## config.mk

```make
export PLATFORM = sky130hd
export DESIGN_NAME = aluUnit
export DESIGN_NICKNAME = d
export VERILOG_FILES = /design/src/logic/mipsPkg.sv /design/src/logic/aluUnit.sv
export SDC_FILE = /design/constraint.sdc
export NUM_CORES = 1
export LEC_CHECK = 0
export BUFFER_PORTS_ARGS = -buffer_cell sky130_fd_sc_hd__buf_2
export CAP_MARGIN = 0
export CORE_ASPECT_RATIO = 0.5
export CORE_MARGIN = 2
export CORE_UTILIZATION = 40
export DETAILED_ROUTE_END_ITERATION = 6
export PLACE_DENSITY = 0.63
export SETUP_SLACK_MARGIN = 0.02
export SLEW_MARGIN = 20
export SYNTH_ARGS = -nofsm -noshare
export SYNTH_HDL_FRONTEND = slang
export SYNTH_SLANG_ARGS = --single-unit
export TNS_END_PERCENT = 30
```

## constraint.sdc

```tcl
create_clock -name vclk -period 4.5
set_input_delay 0.9 -clock vclk [all_inputs]
set_output_delay 0.9 -clock vclk [all_outputs]
set_load 0.02 [all_outputs]
```

## src/logic/mipsPkg.sv

```systemverilog
package mipsPkg;

	////////////////////////////////
	// Major opcodes
	////////////////////////////////
	localparam logic [5:0] opR    = 6'h00;	// Function field selects
	localparam logic [5:0] opJ    = 6'h02;
	localparam logic [5:0] opJal  = 6'h03;
	localparam logic [5:0] opBeq  = 6'h04;
	localparam logic [5:0] opBne  = 6'h05;
	localparam logic [5:0] opAddi = 6'h08;
	localparam logic [5:0] opAndi = 6'h0c;
	localparam logic [5:0] opOri  = 6'h0d;
	localparam logic [5:0] opLui  = 6'h0f;
	localparam logic [5:0] opMsub = 6'h1c;	// Recognized on opcode alone
	localparam logic [5:0] opLb   = 6'h20;
	localparam logic [5:0] opLh   = 6'h21;
	localparam logic [5:0] opLw   = 6'h23;
	localparam logic [5:0] opSb   = 6'h28;
	localparam logic [5:0] opSh   = 6'h29;
	localparam logic [5:0] opSw   = 6'h2b;

	////////////////////////////////
	// R-type function codes
	////////////////////////////////
	localparam logic [5:0] fnJr    = 6'h08;
	localparam logic [5:0] fnMfhi  = 6'h10;
	localparam logic [5:0] fnMthi  = 6'h11;
	localparam logic [5:0] fnMflo  = 6'h12;
	localparam logic [5:0] fnMtlo  = 6'h13;
	localparam logic [5:0] fnMult  = 6'h18;
	localparam logic [5:0] fnMultu = 6'h19;
	localparam logic [5:0] fnDiv   = 6'h1a;
	localparam logic [5:0] fnDivu  = 6'h1b;
	localparam logic [5:0] fnAdd   = 6'h20;
	localparam logic [5:0] fnSub   = 6'h22;
	localparam logic [5:0] fnAnd   = 6'h24;
	localparam logic [5:0] fnOr    = 6'h25;
	localparam logic [5:0] fnSlt   = 6'h2a;
	localparam logic [5:0] fnSltu  = 6'h2b;

	// Writeback source, memToReg field
	localparam logic [1:0] wbSelAlu  = 2'b00;
	localparam logic [1:0] wbSelMem  = 2'b01;
	localparam logic [1:0] wbSelLink = 2'b10;

	////////////////////////////////
	// Sizing
	////////////////////////////////
	localparam int ramWords   = 64;
	localparam int ramAddrW   = $clog2(ramWords);
	localparam int multCycles = 5;
	localparam int divCycles  = 10;
	localparam int mduCntW    = $clog2(divCycles + 1);

	typedef enum logic [2:0] {aluAdd, aluSub, aluOr, aluAnd, aluLui, aluSlt, aluSltu} aluOpT;

	typedef enum logic [3:0] {
		mduNone, mduMult, mduMultu, mduDiv, mduDivu,
		mduMfhi, mduMflo, mduMthi, mduMtlo, mduMsub
	} mduOpT;

	typedef enum logic [1:0] {npcSeq, npcJump, npcBranch, npcReg} npcOpT;
	typedef enum logic [1:0] {dstRt, dstRd, dstRa} regDstT;
	typedef enum logic [1:0] {beWord, beHalf, beByte, beNone} beOpT;	// Store width
	typedef enum logic [1:0] {deWord, deHalf, deByte, deNone} deOpT;	// Load kind

	// Decoded control word, 24 bits
	typedef struct packed {
		regDstT     regDst;
		logic       regWrite;
		logic       extSigned;
		logic       aluSrcImm;
		aluOpT      aluOp;
		logic       memWrite;
		logic [1:0] memToReg;
		npcOpT      npcOp;
		logic       cmpNe;
		beOpT       beOp;
		deOpT       deOp;
		logic       mduStart;
		logic       selMdu;
		mduOpT      mduOp;
	} ctrlT;

	typedef struct packed {
		logic        valid;
		logic [4:0]  regNum;
		logic [31:0] data;
	} wbT;

endpackage

```

## src/logic/aluUnit.sv

```systemverilog
`timescale 1ns/100ps

module aluUnit import mipsPkg::*; (
	input  logic [31:0] a,
	input  logic [31:0] b,
	input  aluOpT       aluOp,
	input  logic        cmpNe,
	output logic [31:0] result,
	output logic        cmpTrue
);

	logic sltRes;
	logic sltuRes;

	assign sltRes  = $signed(a) < $signed(b);
	assign sltuRes = a < b;

	always_comb begin
		case (aluOp)
			aluAdd: begin
				result = a + b;
			end
			aluSub: begin
				result = a - b;
			end
			aluOr: begin
				result = a | b;
			end
			aluAnd: begin
				result = a & b;
			end
			aluLui: begin
				result = {b[15:0], 16'h0000};	// Immediate into upper half
			end
			aluSlt: begin
				result = {31'b0, sltRes};
			end
			aluSltu: begin
				result = {31'b0, sltuRes};
			end
			default: begin
				result = '0;
			end
		endcase
	end

	// Branch test, b is rt for beq/bne
	assign cmpTrue = (a == b) ^ cmpNe;

endmodule

```

==> results list <==
* Run status: complete, but fails checks
- Violated checks: negative setup slack
* WP data required: 3.60 ns
- Global routing usage summed across all routing layers: between 30 and 40%
* Tcrit/Tclk final: 105%
- Global route overflow: 0
- The worst hold path begins at cmpNe.
- Number of nets in the final layout: approximately 1,300
* Vert. Die Dim: 86.0 um
* Post-Route WL: 23.0 mm
* Met1 GRT Util: a little over two fifths
- Detailed placement finished with a half-perimeter wire length of 18.2 mm.
- The number of antenna diodes in the final layout is 0.
- In the global route stage, met2 resource usage came out at 51.4%.
- The congestion estimate from routability-driven global placement came to 1.01.
- Die Outline Area: 14,500 sq um
- The area growth from synthesis to layout is 50.0%.
* Number of search-and-repair iterations in the first detailed-routing pass: 5
* Max-cap check violation count: 0
- Worst Setup End Kind: output pin
- Cells with a size suffix above 1 make up a little under two fifths of the layout.
- Final number of setup-violating endpoints: 8
* Post-synth design cell area: ~5400 sq um
- Routed WL per cell: 18.3 um
* Maximum clock frequency: 0.212 GHz
* Port Buffers: 101
- Shortest clock period the worst path allows after layout: ~4.7 ns
* Top cell type by total area after synthesis: ha_1
* Largest family of logic cells by synthesized area: compound AO/OA/AOI/OAI gates
* Post-synthesis share of cell area spent on xor and xnor gates: 0.163%
- In the final layout, flip-flops and latches occupy 0 sq um.
- Warnings, synthesis: 0
- The final max-slew violation count was 0.
* Pre-CTS WS: -0.493 ns
- The synthesized netlist devotes about two fifths of its cell area to compound gates.
- Adder-Cell Fraction of Synth Area: 26.3%
- Setup crit start kind: primary input
- Crit path from: a[0]
- Crit path cell chain: buf_8 > inv_4 > ha_4 > fa_2 > o21bai_4 > a211oi_2 > a211o_1 > o41a_1 > o21a_1 > o221ai_1 > buf_4 > a211oi_1 > o21ba_2 > o21ai_1 > buf_2
* Maximum number of pins on one net before global-route repair: 46
- Violation count after the first detailed-route iteration: 670
- Sequential elements use 0% of the synthesized area.
- 101 I/O pins were placed.
* Unrepaired setup endpoints after global routing: true
* X dimension of the die: 168 um
* Count of unique library cells instantiated by Yosys: 67
* Smallest setup slack after layout: -0.207 ns
- Path class of the lowest-slack min-delay path: in2out
- Summed over its instances, the top area cell type makes up 25.6% of the synthesized netlist area.
- The count of nets left with antenna violations once routing finished came out at 0.
* Critical-path cell with the highest stage delay: o41a_1
* Initial Utilization: 41.8%
* Post-synthesis simple-gate area fraction: 21.9%
- Met3 Use GR: 3.74%
- Yosys attributes the largest share of cell area to ha_1 26%, a21oi_1 8.6%, o21ai_0 7.1%.
* Remaining routing DRC violations: 0
- The initial antenna violation count came to 0.
- First-pass GRT wire length: ~36 mm
- By startpoint and endpoint, the worst setup path is classified as in2out.
- Avg Cell Area, Syn: 6.43 sq um
- Along the worst path, the maximum fanout reaches 3.
- For the pin with the worst max-slew slack, the measured transition is 0.680 ns.
- Peak supply drop: 0.0600 mV
* Final Hold Fails: 0
- For this run, the slowest stage of the critical path takes 0.39 ns.
* Design Area, Final: 8070 sq um
* Leak: 3.87 nW
- Synthesized Nets: 1,017
- Std-Cell Core Area: 12,900 sq um
* Mux cell area share after synthesis: ~1.5%
- Synthesis handed over a netlist of 837 instances.
* Routing layer with the top usage in global route: met2
- Count leader, synth: ha_1
- Row generation in the floorplan step produced 29 rows.
- Final-layout clock buffer total: 0
* Top cell types by occurrence after synthesis: 110 x ha_1, 93 x inv_1, 92 x a21oi_1, 79 x nor2_1, 76 x o21ai_0
* Number of global-route vias before repair: 7,132
- Data on the critical path arrives at its endpoint at 3.81 ns.
- Routed vias: 7,373
* Cell area power density: 139 nW/um^2
- Cell area after placement: 7290 sq um
- Total Negative Setup Slacks: -1.06 ns
- Drt via density: 5.87
* Relative slew margins: 54.7%
- Number of sequential storage elements: 0
placed cells by master (no fill, tap or decap), types with 4 or more instances in the layout:
| cell | Yosys | final |
|---|---|---|
| o211ai_1 | 10 | 10 |
| o21ai_1 | 6 | 15 |
| nor2_1 | 79 | 76 |
| o21ai_0 | 76 | 62 |
| buf_4 | 2 | 195 |
| o21a_1 | 6 | 5 |
| nand2b_1 | 9 | 9 |
| a21oi_1 | 92 | 82 |
| buf_6 | 1 | 21 |
| ha_2 | 0 | 6 |
| buf_2 | 10 | 83 |
| ha_1 | 110 | 90 |
| o21bai_1 | 14 | 13 |
| o221ai_1 | 5 | 4 |
| or4_1 | 4 | 4 |
| o22ai_1 | 12 | 12 |
| o221a_2 | 4 | 4 |
| nor3_1 | 21 | 19 |
| or3_1 | 5 | 4 |
| o31ai_1 | 8 | 6 |
| mux2i_1 | 6 | 6 |
| nand2_1 | 60 | 59 |
| a211oi_2 | 1 | 4 |
| inv_1 | 93 | 81 |
| nand3_1 | 13 | 13 |
| a22oi_1 | 17 | 17 |
| nor4_1 | 12 | 8 |
| nand4_1 | 10 | 10 |
| a221oi_1 | 10 | 9 |
| a21o_1 | 12 | 12 |
| inv_2 | 1 | 10 |
| nor2b_1 | 14 | 11 |
| a21oi_2 | 0 | 9 |
| o21ai_2 | 0 | 4 |
| ha_4 | 0 | 14 |
| a211oi_1 | 12 | 8 |
| a221o_1 | 4 | 4 |
stage by stage:
step           cells  util, %  hold WS [ns]  power (mW)
6_report        1256     62.7          2.09        1.12
5_1_grt         1256     62.7          2.11        1.21
3_5_place_dp    1242     56.6          2.09       0.970
3_3_place_gp    1242     56.6          2.08       0.958
2_1_floorplan    837        -          1.93       0.541
4_1_cts         1249     60.7          2.09        1.05
routing by layer:
metal | share of wire, % | up-vias
met3 | 9.1 | 39
met5 | 0 | -
li1 | - | 3529
met1 | 44 | 3481
met2 | 45 | 324
met4 | 1.9 | 0
timing repair:
action,CTS,global route
setup endpoints to repair,16,16
pin swaps,25,17
gates cloned,0,0
gates resized for setup,105,53
hold buffers,0,0
setup buffers,8,8
final cells by class:
| type | count | area (sq um) |
|---|---|---|
| repair buffers | 301 | 2150 |
| fillers | 1228 | 4810 |
| multi-input cells | 691 | 5350 |
| well taps | 170 | 213 |
| inverters | 94 | 360 |
cells by family (layout without fill, tap and decap cells):
| family | after synthesis | in the layout |
|---|---|---|
| AO/OA/AOI/OAI | 327 | 327 |
| AND/OR/NAND/NOR | 244 | 244 |
| buffers and inverters | 146 | 395 |
| adder cells (fa/ha/maj) | 112 | 112 |
| multiplexers | 7 | 7 |
| XOR/XNOR | 1 | 1 |
final timing paths:
kind	to	slack [ns]	cells past startpoint
hold / removal	cmpTrue	2.09	3
setup / recovery	result[30]	-0.21	15
report_power, final:
group / leakage [nW] / internal (mW) / switching, mW / total, mW
Sequential: 0 / 0 / 0 / 0
Combinational: 3.87 / 0.494 / 0.629 / 1.12
Clock: 0 / 0 / 0 / 0
Total: 3.87 / 0.494 / 0.629 / 1.12
worst max-delay path: cells and delay by family:
family | cells | cell delay (ns)
AOI/OAI and AO/OA | 9 | 1.91
buffers and inverters | 4 | 0.46
adders and majority gates | 2 | 0.54
Note: power is estimated with default switching activity, not from simulation.
