$ cat src/logic/mipsPkg.sv
package mipsPkg;

	////////////////////////////////
	// Major opcodes
	////////////////////////////////
	localparam logic [5:0] opR    = 6'h00;	// Function field selects
	localparam logic [5:0] opJ    = 6'h02;
	localparam logic [5:0] opJal  = 6'h03;
	localparam logic [5:0] opBeq  = 6'h04;
	localparam logic [5:0] opBne  = 6'h05;
	localparam logic [5:0] opAddi = 6'h08;
	localparam logic [5:0] opAndi = 6'h0c;
	localparam logic [5:0] opOri  = 6'h0d;
	localparam logic [5:0] opLui  = 6'h0f;
	localparam logic [5:0] opMsub = 6'h1c;	// Recognized on opcode alone
	localparam logic [5:0] opLb   = 6'h20;
	localparam logic [5:0] opLh   = 6'h21;
	localparam logic [5:0] opLw   = 6'h23;
	localparam logic [5:0] opSb   = 6'h28;
	localparam logic [5:0] opSh   = 6'h29;
	localparam logic [5:0] opSw   = 6'h2b;

	////////////////////////////////
	// R-type function codes
	////////////////////////////////
	localparam logic [5:0] fnJr    = 6'h08;
	localparam logic [5:0] fnMfhi  = 6'h10;
	localparam logic [5:0] fnMthi  = 6'h11;
	localparam logic [5:0] fnMflo  = 6'h12;
	localparam logic [5:0] fnMtlo  = 6'h13;
	localparam logic [5:0] fnMult  = 6'h18;
	localparam logic [5:0] fnMultu = 6'h19;
	localparam logic [5:0] fnDiv   = 6'h1a;
	localparam logic [5:0] fnDivu  = 6'h1b;
	localparam logic [5:0] fnAdd   = 6'h20;
	localparam logic [5:0] fnSub   = 6'h22;
	localparam logic [5:0] fnAnd   = 6'h24;
	localparam logic [5:0] fnOr    = 6'h25;
	localparam logic [5:0] fnSlt   = 6'h2a;
	localparam logic [5:0] fnSltu  = 6'h2b;

	// Writeback source, memToReg field
	localparam logic [1:0] wbSelAlu  = 2'b00;
	localparam logic [1:0] wbSelMem  = 2'b01;
	localparam logic [1:0] wbSelLink = 2'b10;

	////////////////////////////////
	// Sizing
	////////////////////////////////
	localparam int ramWords   = 64;
	localparam int ramAddrW   = $clog2(ramWords);
	localparam int multCycles = 5;
	localparam int divCycles  = 10;
	localparam int mduCntW    = $clog2(divCycles + 1);

	typedef enum logic [2:0] {aluAdd, aluSub, aluOr, aluAnd, aluLui, aluSlt, aluSltu} aluOpT;

	typedef enum logic [3:0] {
		mduNone, mduMult, mduMultu, mduDiv, mduDivu,
		mduMfhi, mduMflo, mduMthi, mduMtlo, mduMsub
	} mduOpT;

	typedef enum logic [1:0] {npcSeq, npcJump, npcBranch, npcReg} npcOpT;
	typedef enum logic [1:0] {dstRt, dstRd, dstRa} regDstT;
	typedef enum logic [1:0] {beWord, beHalf, beByte, beNone} beOpT;	// Store width
	typedef enum logic [1:0] {deWord, deHalf, deByte, deNone} deOpT;	// Load kind

	// Decoded control word, 24 bits
	typedef struct packed {
		regDstT     regDst;
		logic       regWrite;
		logic       extSigned;
		logic       aluSrcImm;
		aluOpT      aluOp;
		logic       memWrite;
		logic [1:0] memToReg;
		npcOpT      npcOp;
		logic       cmpNe;
		beOpT       beOp;
		deOpT       deOp;
		logic       mduStart;
		logic       selMdu;
		mduOpT      mduOp;
	} ctrlT;

	typedef struct packed {
		logic        valid;
		logic [4:0]  regNum;
		logic [31:0] data;
	} wbT;

endpackage

$ cat src/logic/instrDecoder.sv
`timescale 1ns/100ps

module instrDecoder import mipsPkg::*; (
	input  logic [31:0] instr,
	output ctrlT        ctrl
);

	logic [5:0] op;
	logic [5:0] fn;
	logic       rType;

	// Per-instruction recognitions
	logic isAdd, isSub, isAnd, isOr, isSlt, isSltu;
	logic isAddi, isAndi, isOri, isLui;
	logic isLw, isLh, isLb, isSw, isSh, isSb;
	logic isBeq, isBne, isJ, isJal, isJr;
	logic isMult, isMultu, isDiv, isDivu, isMsub;
	logic isMfhi, isMflo, isMthi, isMtlo;

	// Grouped classes
	logic isLoad;
	logic isStore;
	logic rAlu;	// R-type ALU ops writing rd

	assign op    = instr[31:26];
	assign fn    = instr[5:0];
	assign rType = (op == opR);

	////////////////////////////////
	// Recognition
	////////////////////////////////
	assign isAdd   = rType && (fn == fnAdd);
	assign isSub   = rType && (fn == fnSub);
	assign isAnd   = rType && (fn == fnAnd);
	assign isOr    = rType && (fn == fnOr);
	assign isSlt   = rType && (fn == fnSlt);
	assign isSltu  = rType && (fn == fnSltu);
	assign isJr    = rType && (fn == fnJr);
	assign isMult  = rType && (fn == fnMult);
	assign isMultu = rType && (fn == fnMultu);
	assign isDiv   = rType && (fn == fnDiv);
	assign isDivu  = rType && (fn == fnDivu);
	assign isMfhi  = rType && (fn == fnMfhi);
	assign isMflo  = rType && (fn == fnMflo);
	assign isMthi  = rType && (fn == fnMthi);
	assign isMtlo  = rType && (fn == fnMtlo);

	assign isAddi = (op == opAddi);
	assign isAndi = (op == opAndi);
	assign isOri  = (op == opOri);
	assign isLui  = (op == opLui);
	assign isLw   = (op == opLw);
	assign isLh   = (op == opLh);
	assign isLb   = (op == opLb);
	assign isSw   = (op == opSw);
	assign isSh   = (op == opSh);
	assign isSb   = (op == opSb);
	assign isBeq  = (op == opBeq);
	assign isBne  = (op == opBne);
	assign isJ    = (op == opJ);
	assign isJal  = (op == opJal);
	assign isMsub = (op == opMsub);

	assign isLoad  = isLw | isLh | isLb;
	assign isStore = isSw | isSh | isSb;
	assign rAlu    = isAdd | isSub | isAnd | isOr | isSlt | isSltu;

	////////////////////////////////
	// Control word
	////////////////////////////////
	always_comb begin
		ctrl.regDst    = isJal ? dstRa : (rAlu | isMfhi | isMflo) ? dstRd : dstRt;
		ctrl.regWrite  = rAlu | isAddi | isAndi | isOri | isLui | isLoad | isJal | isMfhi | isMflo;
		ctrl.extSigned = isLoad | isStore | isAddi;	// andi/ori stay zero extended
		ctrl.aluSrcImm = isAddi | isAndi | isOri | isLui | isLoad | isStore;

		if (isSub)                ctrl.aluOp = aluSub;
		else if (isOr | isOri)    ctrl.aluOp = aluOr;
		else if (isAnd | isAndi)  ctrl.aluOp = aluAnd;
		else if (isLui)           ctrl.aluOp = aluLui;
		else if (isSlt)           ctrl.aluOp = aluSlt;
		else if (isSltu)          ctrl.aluOp = aluSltu;
		else                      ctrl.aluOp = aluAdd;	// Also address generation

		ctrl.memWrite = isStore;
		ctrl.memToReg = isJal ? wbSelLink : isLoad ? wbSelMem : wbSelAlu;
		ctrl.npcOp    = (isBeq | isBne) ? npcBranch : isJr ? npcReg :
			(isJ | isJal) ? npcJump : npcSeq;
		ctrl.cmpNe    = isBne;

		ctrl.beOp = isSw ? beWord : isSh ? beHalf : isSb ? beByte : beNone;
		ctrl.deOp = isLw ? deWord : isLh ? deHalf : isLb ? deByte : deNone;

		ctrl.mduStart = isMult | isMultu | isDiv | isDivu | isMsub;
		ctrl.selMdu   = isMfhi | isMflo;
		ctrl.mduOp    = isMult ? mduMult : isMultu ? mduMultu : isDiv ? mduDiv :
			isDivu ? mduDivu : isMfhi ? mduMfhi : isMflo ? mduMflo :
			isMthi ? mduMthi : isMtlo ? mduMtlo : isMsub ? mduMsub : mduNone;
	end

endmodule

$ cat config.mk
export PLATFORM = sky130hd
export DESIGN_NAME = instrDecoder
export DESIGN_NICKNAME = d
export VERILOG_FILES = /design/src/logic/mipsPkg.sv /design/src/logic/instrDecoder.sv
export SDC_FILE = /design/constraint.sdc
export NUM_CORES = 1
export LEC_CHECK = 0
export ABC_AREA = 1
export BUFFER_PORTS_ARGS = -buffer_cell sky130_fd_sc_hd__buf_2
export CAP_MARGIN = 20
export CORE_UTILIZATION = 39
export DETAILED_ROUTE_END_ITERATION = 10
export PLACE_DENSITY = 0.85
export SYNTH_ARGS = -nofsm -noshare
export SYNTH_HDL_FRONTEND = slang
export SYNTH_SLANG_ARGS = --single-unit
$ cat constraint.sdc
create_clock -name vclk -period 0.96
set_input_delay 0.096 -clock vclk [all_inputs]
set_output_delay 0.096 -clock vclk [all_outputs]
set_load 0.02 [all_outputs]
==> flow_summary.toml, run 1 <==
[place]
numPortBuffers = 36
routabilityCongestion = 0.862
dp_cells = 186
dp_hpwl_um = 1760

[timing]
worstEndpointGrtRepair = "ctrl[18]"
worstEpCategory = "primary output"

[die]
num_rows = 13
start_util_pct = 43.4
die_h_um = 40.8
die_x_um = 40.8
boundaryPins = 56

[yosys]
synthDistinctLibCells = 22
yosysSeqAreaShare_pct = 0
synth_top_family_by_area = "simple AND/OR/NAND/NOR gates"
synth_area_per_cell_um2 = 5.18
synth-simple-area-share_pct = 71.4
yosys.area_share.adder_pct = 0
syn_area_um2 = 586
netlist_instances = 113
synthXorXnorAreaFrac_pct = 0
synth_nets = 145
yosys-mux-area-fraction_pct = 0
yosys_warnings = 0
synth_compound_area_share_pct = 10.0

[clock_tree]
cts_hold_buffers = 0

[status]
stop_stage = "global routing (5_1_grt)"
status = "did not finish"
error = "[ERROR DPL-0038] Utilization greater than 100%, impossible to legalize"

[global_routing]
grt_start_max_net_pins = 7
-- logic make-up after synthesis --
kind of cell / count (synthesis)
buf+inv: 25
compound gates: 8
simple gates: 80
-- synth_stat cells --
master    number  area share (%)
nor2_1        23              15
inv_1         21              13
nand2_1       20              13
nand3_1       16              14
nor2_4         5             9.6
nor3_1         5             4.3
buf_4          4             5.1
nand4_1        4             4.3
a21oi_1        2             1.7
nand2_2        1             1.1
nand3_4        1             3.0
nand3b_1       1             1.3
nor2_8         1             3.4
nor4_1         1             1.1
o211ai_1       1             1.3
o211ai_2       1             2.1
o21ai_0        1            0.85
o21ai_1        1            0.85
o221a_2        1             1.9
o31ai_1        1             1.3
or2_1          1             1.1
or2_2          1             1.1
-- what timing repair did --
item	CTS
setup buffers	6
pin swaps	16
gates resized for setup	78
hold endpoints to repair	0
endpoints found under the setup margin	24
-- metrics by stage --
| step | setup TNS (ns) | worst slack [ns] | area [µm²] | hold slack [ns] |
|---|---|---|---|---|
| 4_1_cts | -2.62 | -0.212 | 1260 | 0.555 |
| 3_5_place_dp | -4.45 | -0.340 | 970 | 0.596 |
| 2_1_floorplan | -0.0654 | -0.0654 | 606 | 0.244 |
| 3_3_place_gp | -3.79 | -0.259 | 970 | 0.592 |
==> run 2, diff against run 1 <==
Settings changed: CORE_AREA set to 2 2 63 65, CORE_UTILIZATION 39 to unset, DIE_AREA set to 0 0 65 67, PLACE_DENSITY 0.85 to unset, PLACE_DENSITY_LB_ADDON set to 0.15.
==> flow_summary.toml, run 2 <==
[status]
status = "complete, but fails checks"
violations = "setup timing"

[timing]
slew_violations = 0
finalSetupTns_ns = -3.27
final-hold-violation-count = 0
tightest_slew_ns = 0.263
layout_min_cycle_time_ns = 1.20
clock.fmax_mhz = 834
rsz0062_at_grt = "yes"
relSlewSlack_pct = 82.4
fin_crit_sh_pct = 125
holdWs_ns = 0.557
setup_violations = 24
fin_ws_ns = -0.240

[routing]
drc = 0
drt_wl_total_um = 2690
dr.first_iter.drc_count = 33
vias = 1020
vias_per_cell = 4.38
ant_nets = 0
firstDrtPassIters = 4
post_drt_wl_per_cell_um = 11.5

[yosys]
synth_nets = 145
yosysMostFrequentCell = "nor2_1"
syn_area_um2 = 586
synth_top_area_share_pct = 14.7
synth_area_leaders = "nor2_1, nand3_1, inv_1"
synth_common_cells = "nor2_1, inv_1, nand2_1"
yosys_warnings = 0
yosysSeqAreaShare_pct = 0
netlist_instances = 113
yosys.area.top_type = "nor2_1"
synthDistinctLibCells = 22
synth_area_per_cell_um2 = 5.18

[setup_path]
cp_num_buf_inv = 3
crit_slowest_cell = "buf_2"
critical_path_class = "in -> out"
crit_family = "simple AND/OR/NAND/NOR gates"
path_cells = "buf_8, nor2_4, nand3_4, buf_4, nor4_2, buf_2"
worstSetupEndpointType = "primary output"
slowest_delay_ns = 0.21
critPathArrivalTime_ns = 1.10
startpoint_type = "input port"
critPathRequiredTime_ns = 0.86
crit_fanout = 7

[layout]
area_delta_synth_final_pct = 144
antennaDiodeCount = 0
utilization_pct = 39.7
regArea_um2 = 0
final_cell_count_no_fill = 233
mostFrequentLayoutCells = "buf_4, buf_6, inv_1"
nClkBuffers = 0
final_common_cell = "buf_4"
fillCellCount = 384
drive_gt1_share_pct = 64.3
nets = 219
seq_cell_count = 0

[die]
die_h_um = 67
die_x_um = 65
die_area_um2 = 4360
boundaryPins = 56
core_area_um2 = 3610
start_util_pct = 16.2
num_rows = 22

[place]
dp_cells = 226
numPortBuffers = 36
place_ws_ns = -0.396
routabilityCongestion = 0.910
dp_hpwl_um = 2170

[job]
drv_cap = 0

[min_path]
hold_class = "in -> out"

[global_routing]
grt.overflow.total = 0
grt_use_total_pct = 11.8
grt_first_pass_wirelength_um = 4150
grt_start_max_net_pins = 8
grt_pass1_vias = 952
antenna_found_initial = 0

[pwr]
p_leak_nw = 0.745
vdd_drop_max_v = 0.000103
p_per_area_nw_per_um2 = 305

[clock_tree]
cts_hold_buffers = 0
-- run 2: cell counts after synthesis --
No cell type changed its count.
-- run 2: power by group --
group / internal [mW] / total [mW] / leakage [nW] / switching, mW
sequential: 0 / 0 / 0 / 0
combinational: 0.219 / 0.436 / 0.745 / 0.218
clock: 0 / 0 / 0 / 0
-- run 2: per-stage QoR --
stage / instance area (µm²) / power, mW
floorplan: 606 / 0.137
global placement: 1060 / 0.317
detailed placement: 1060 / 0.317
CTS: 1290 / 0.384
global route: 1430 / 0.465
finish: 1430 / 0.436
-- run 2: worst paths after layout --
check / cells after the start / start / slack, ns / endpoint
max: 6 / instr[31] / -0.24 / ctrl[4]
min: 4 / instr[26] / 0.56 / ctrl[9]
-- run 2: repair_timing --
action / CTS / global route
pin swaps: 8 / 9
setup buffers: 1 / 6
setup endpoints to repair: 24 / 24
gates cloned: 0 / 0
resized for setup: 69 / 30
-- run 2: layer usage --
layer	global-route usage (%)	vias to the layer above	wire length, µm
met5	0	-	0
met3	0.676	4	166
li1	-	510	-
met1	14.0	467	1090
met2	23.3	39	1370
met4	1.86	0	57
-- run 2: kinds of logic after synthesis --
| group | count (synthesis) | synth area share [%] |
|---|---|---|
| AND/OR/NAND/NOR | 80 | 71.4 |
| buffers and inverters | 25 | 18.6 |
| AO/OA/AOI/OAI | 8 | 10.0 |
-- run 2: final cells by class --
type                       instances  area [µm²]  share of cell area, %
tap                               48        60.1                   4.20
multi-input combinational         88         617                   43.1
inverter                          21        83.8                   5.86
timing repair buffer              76         669                   46.8
No activity file was read; power rests on OpenSTA's default activity.
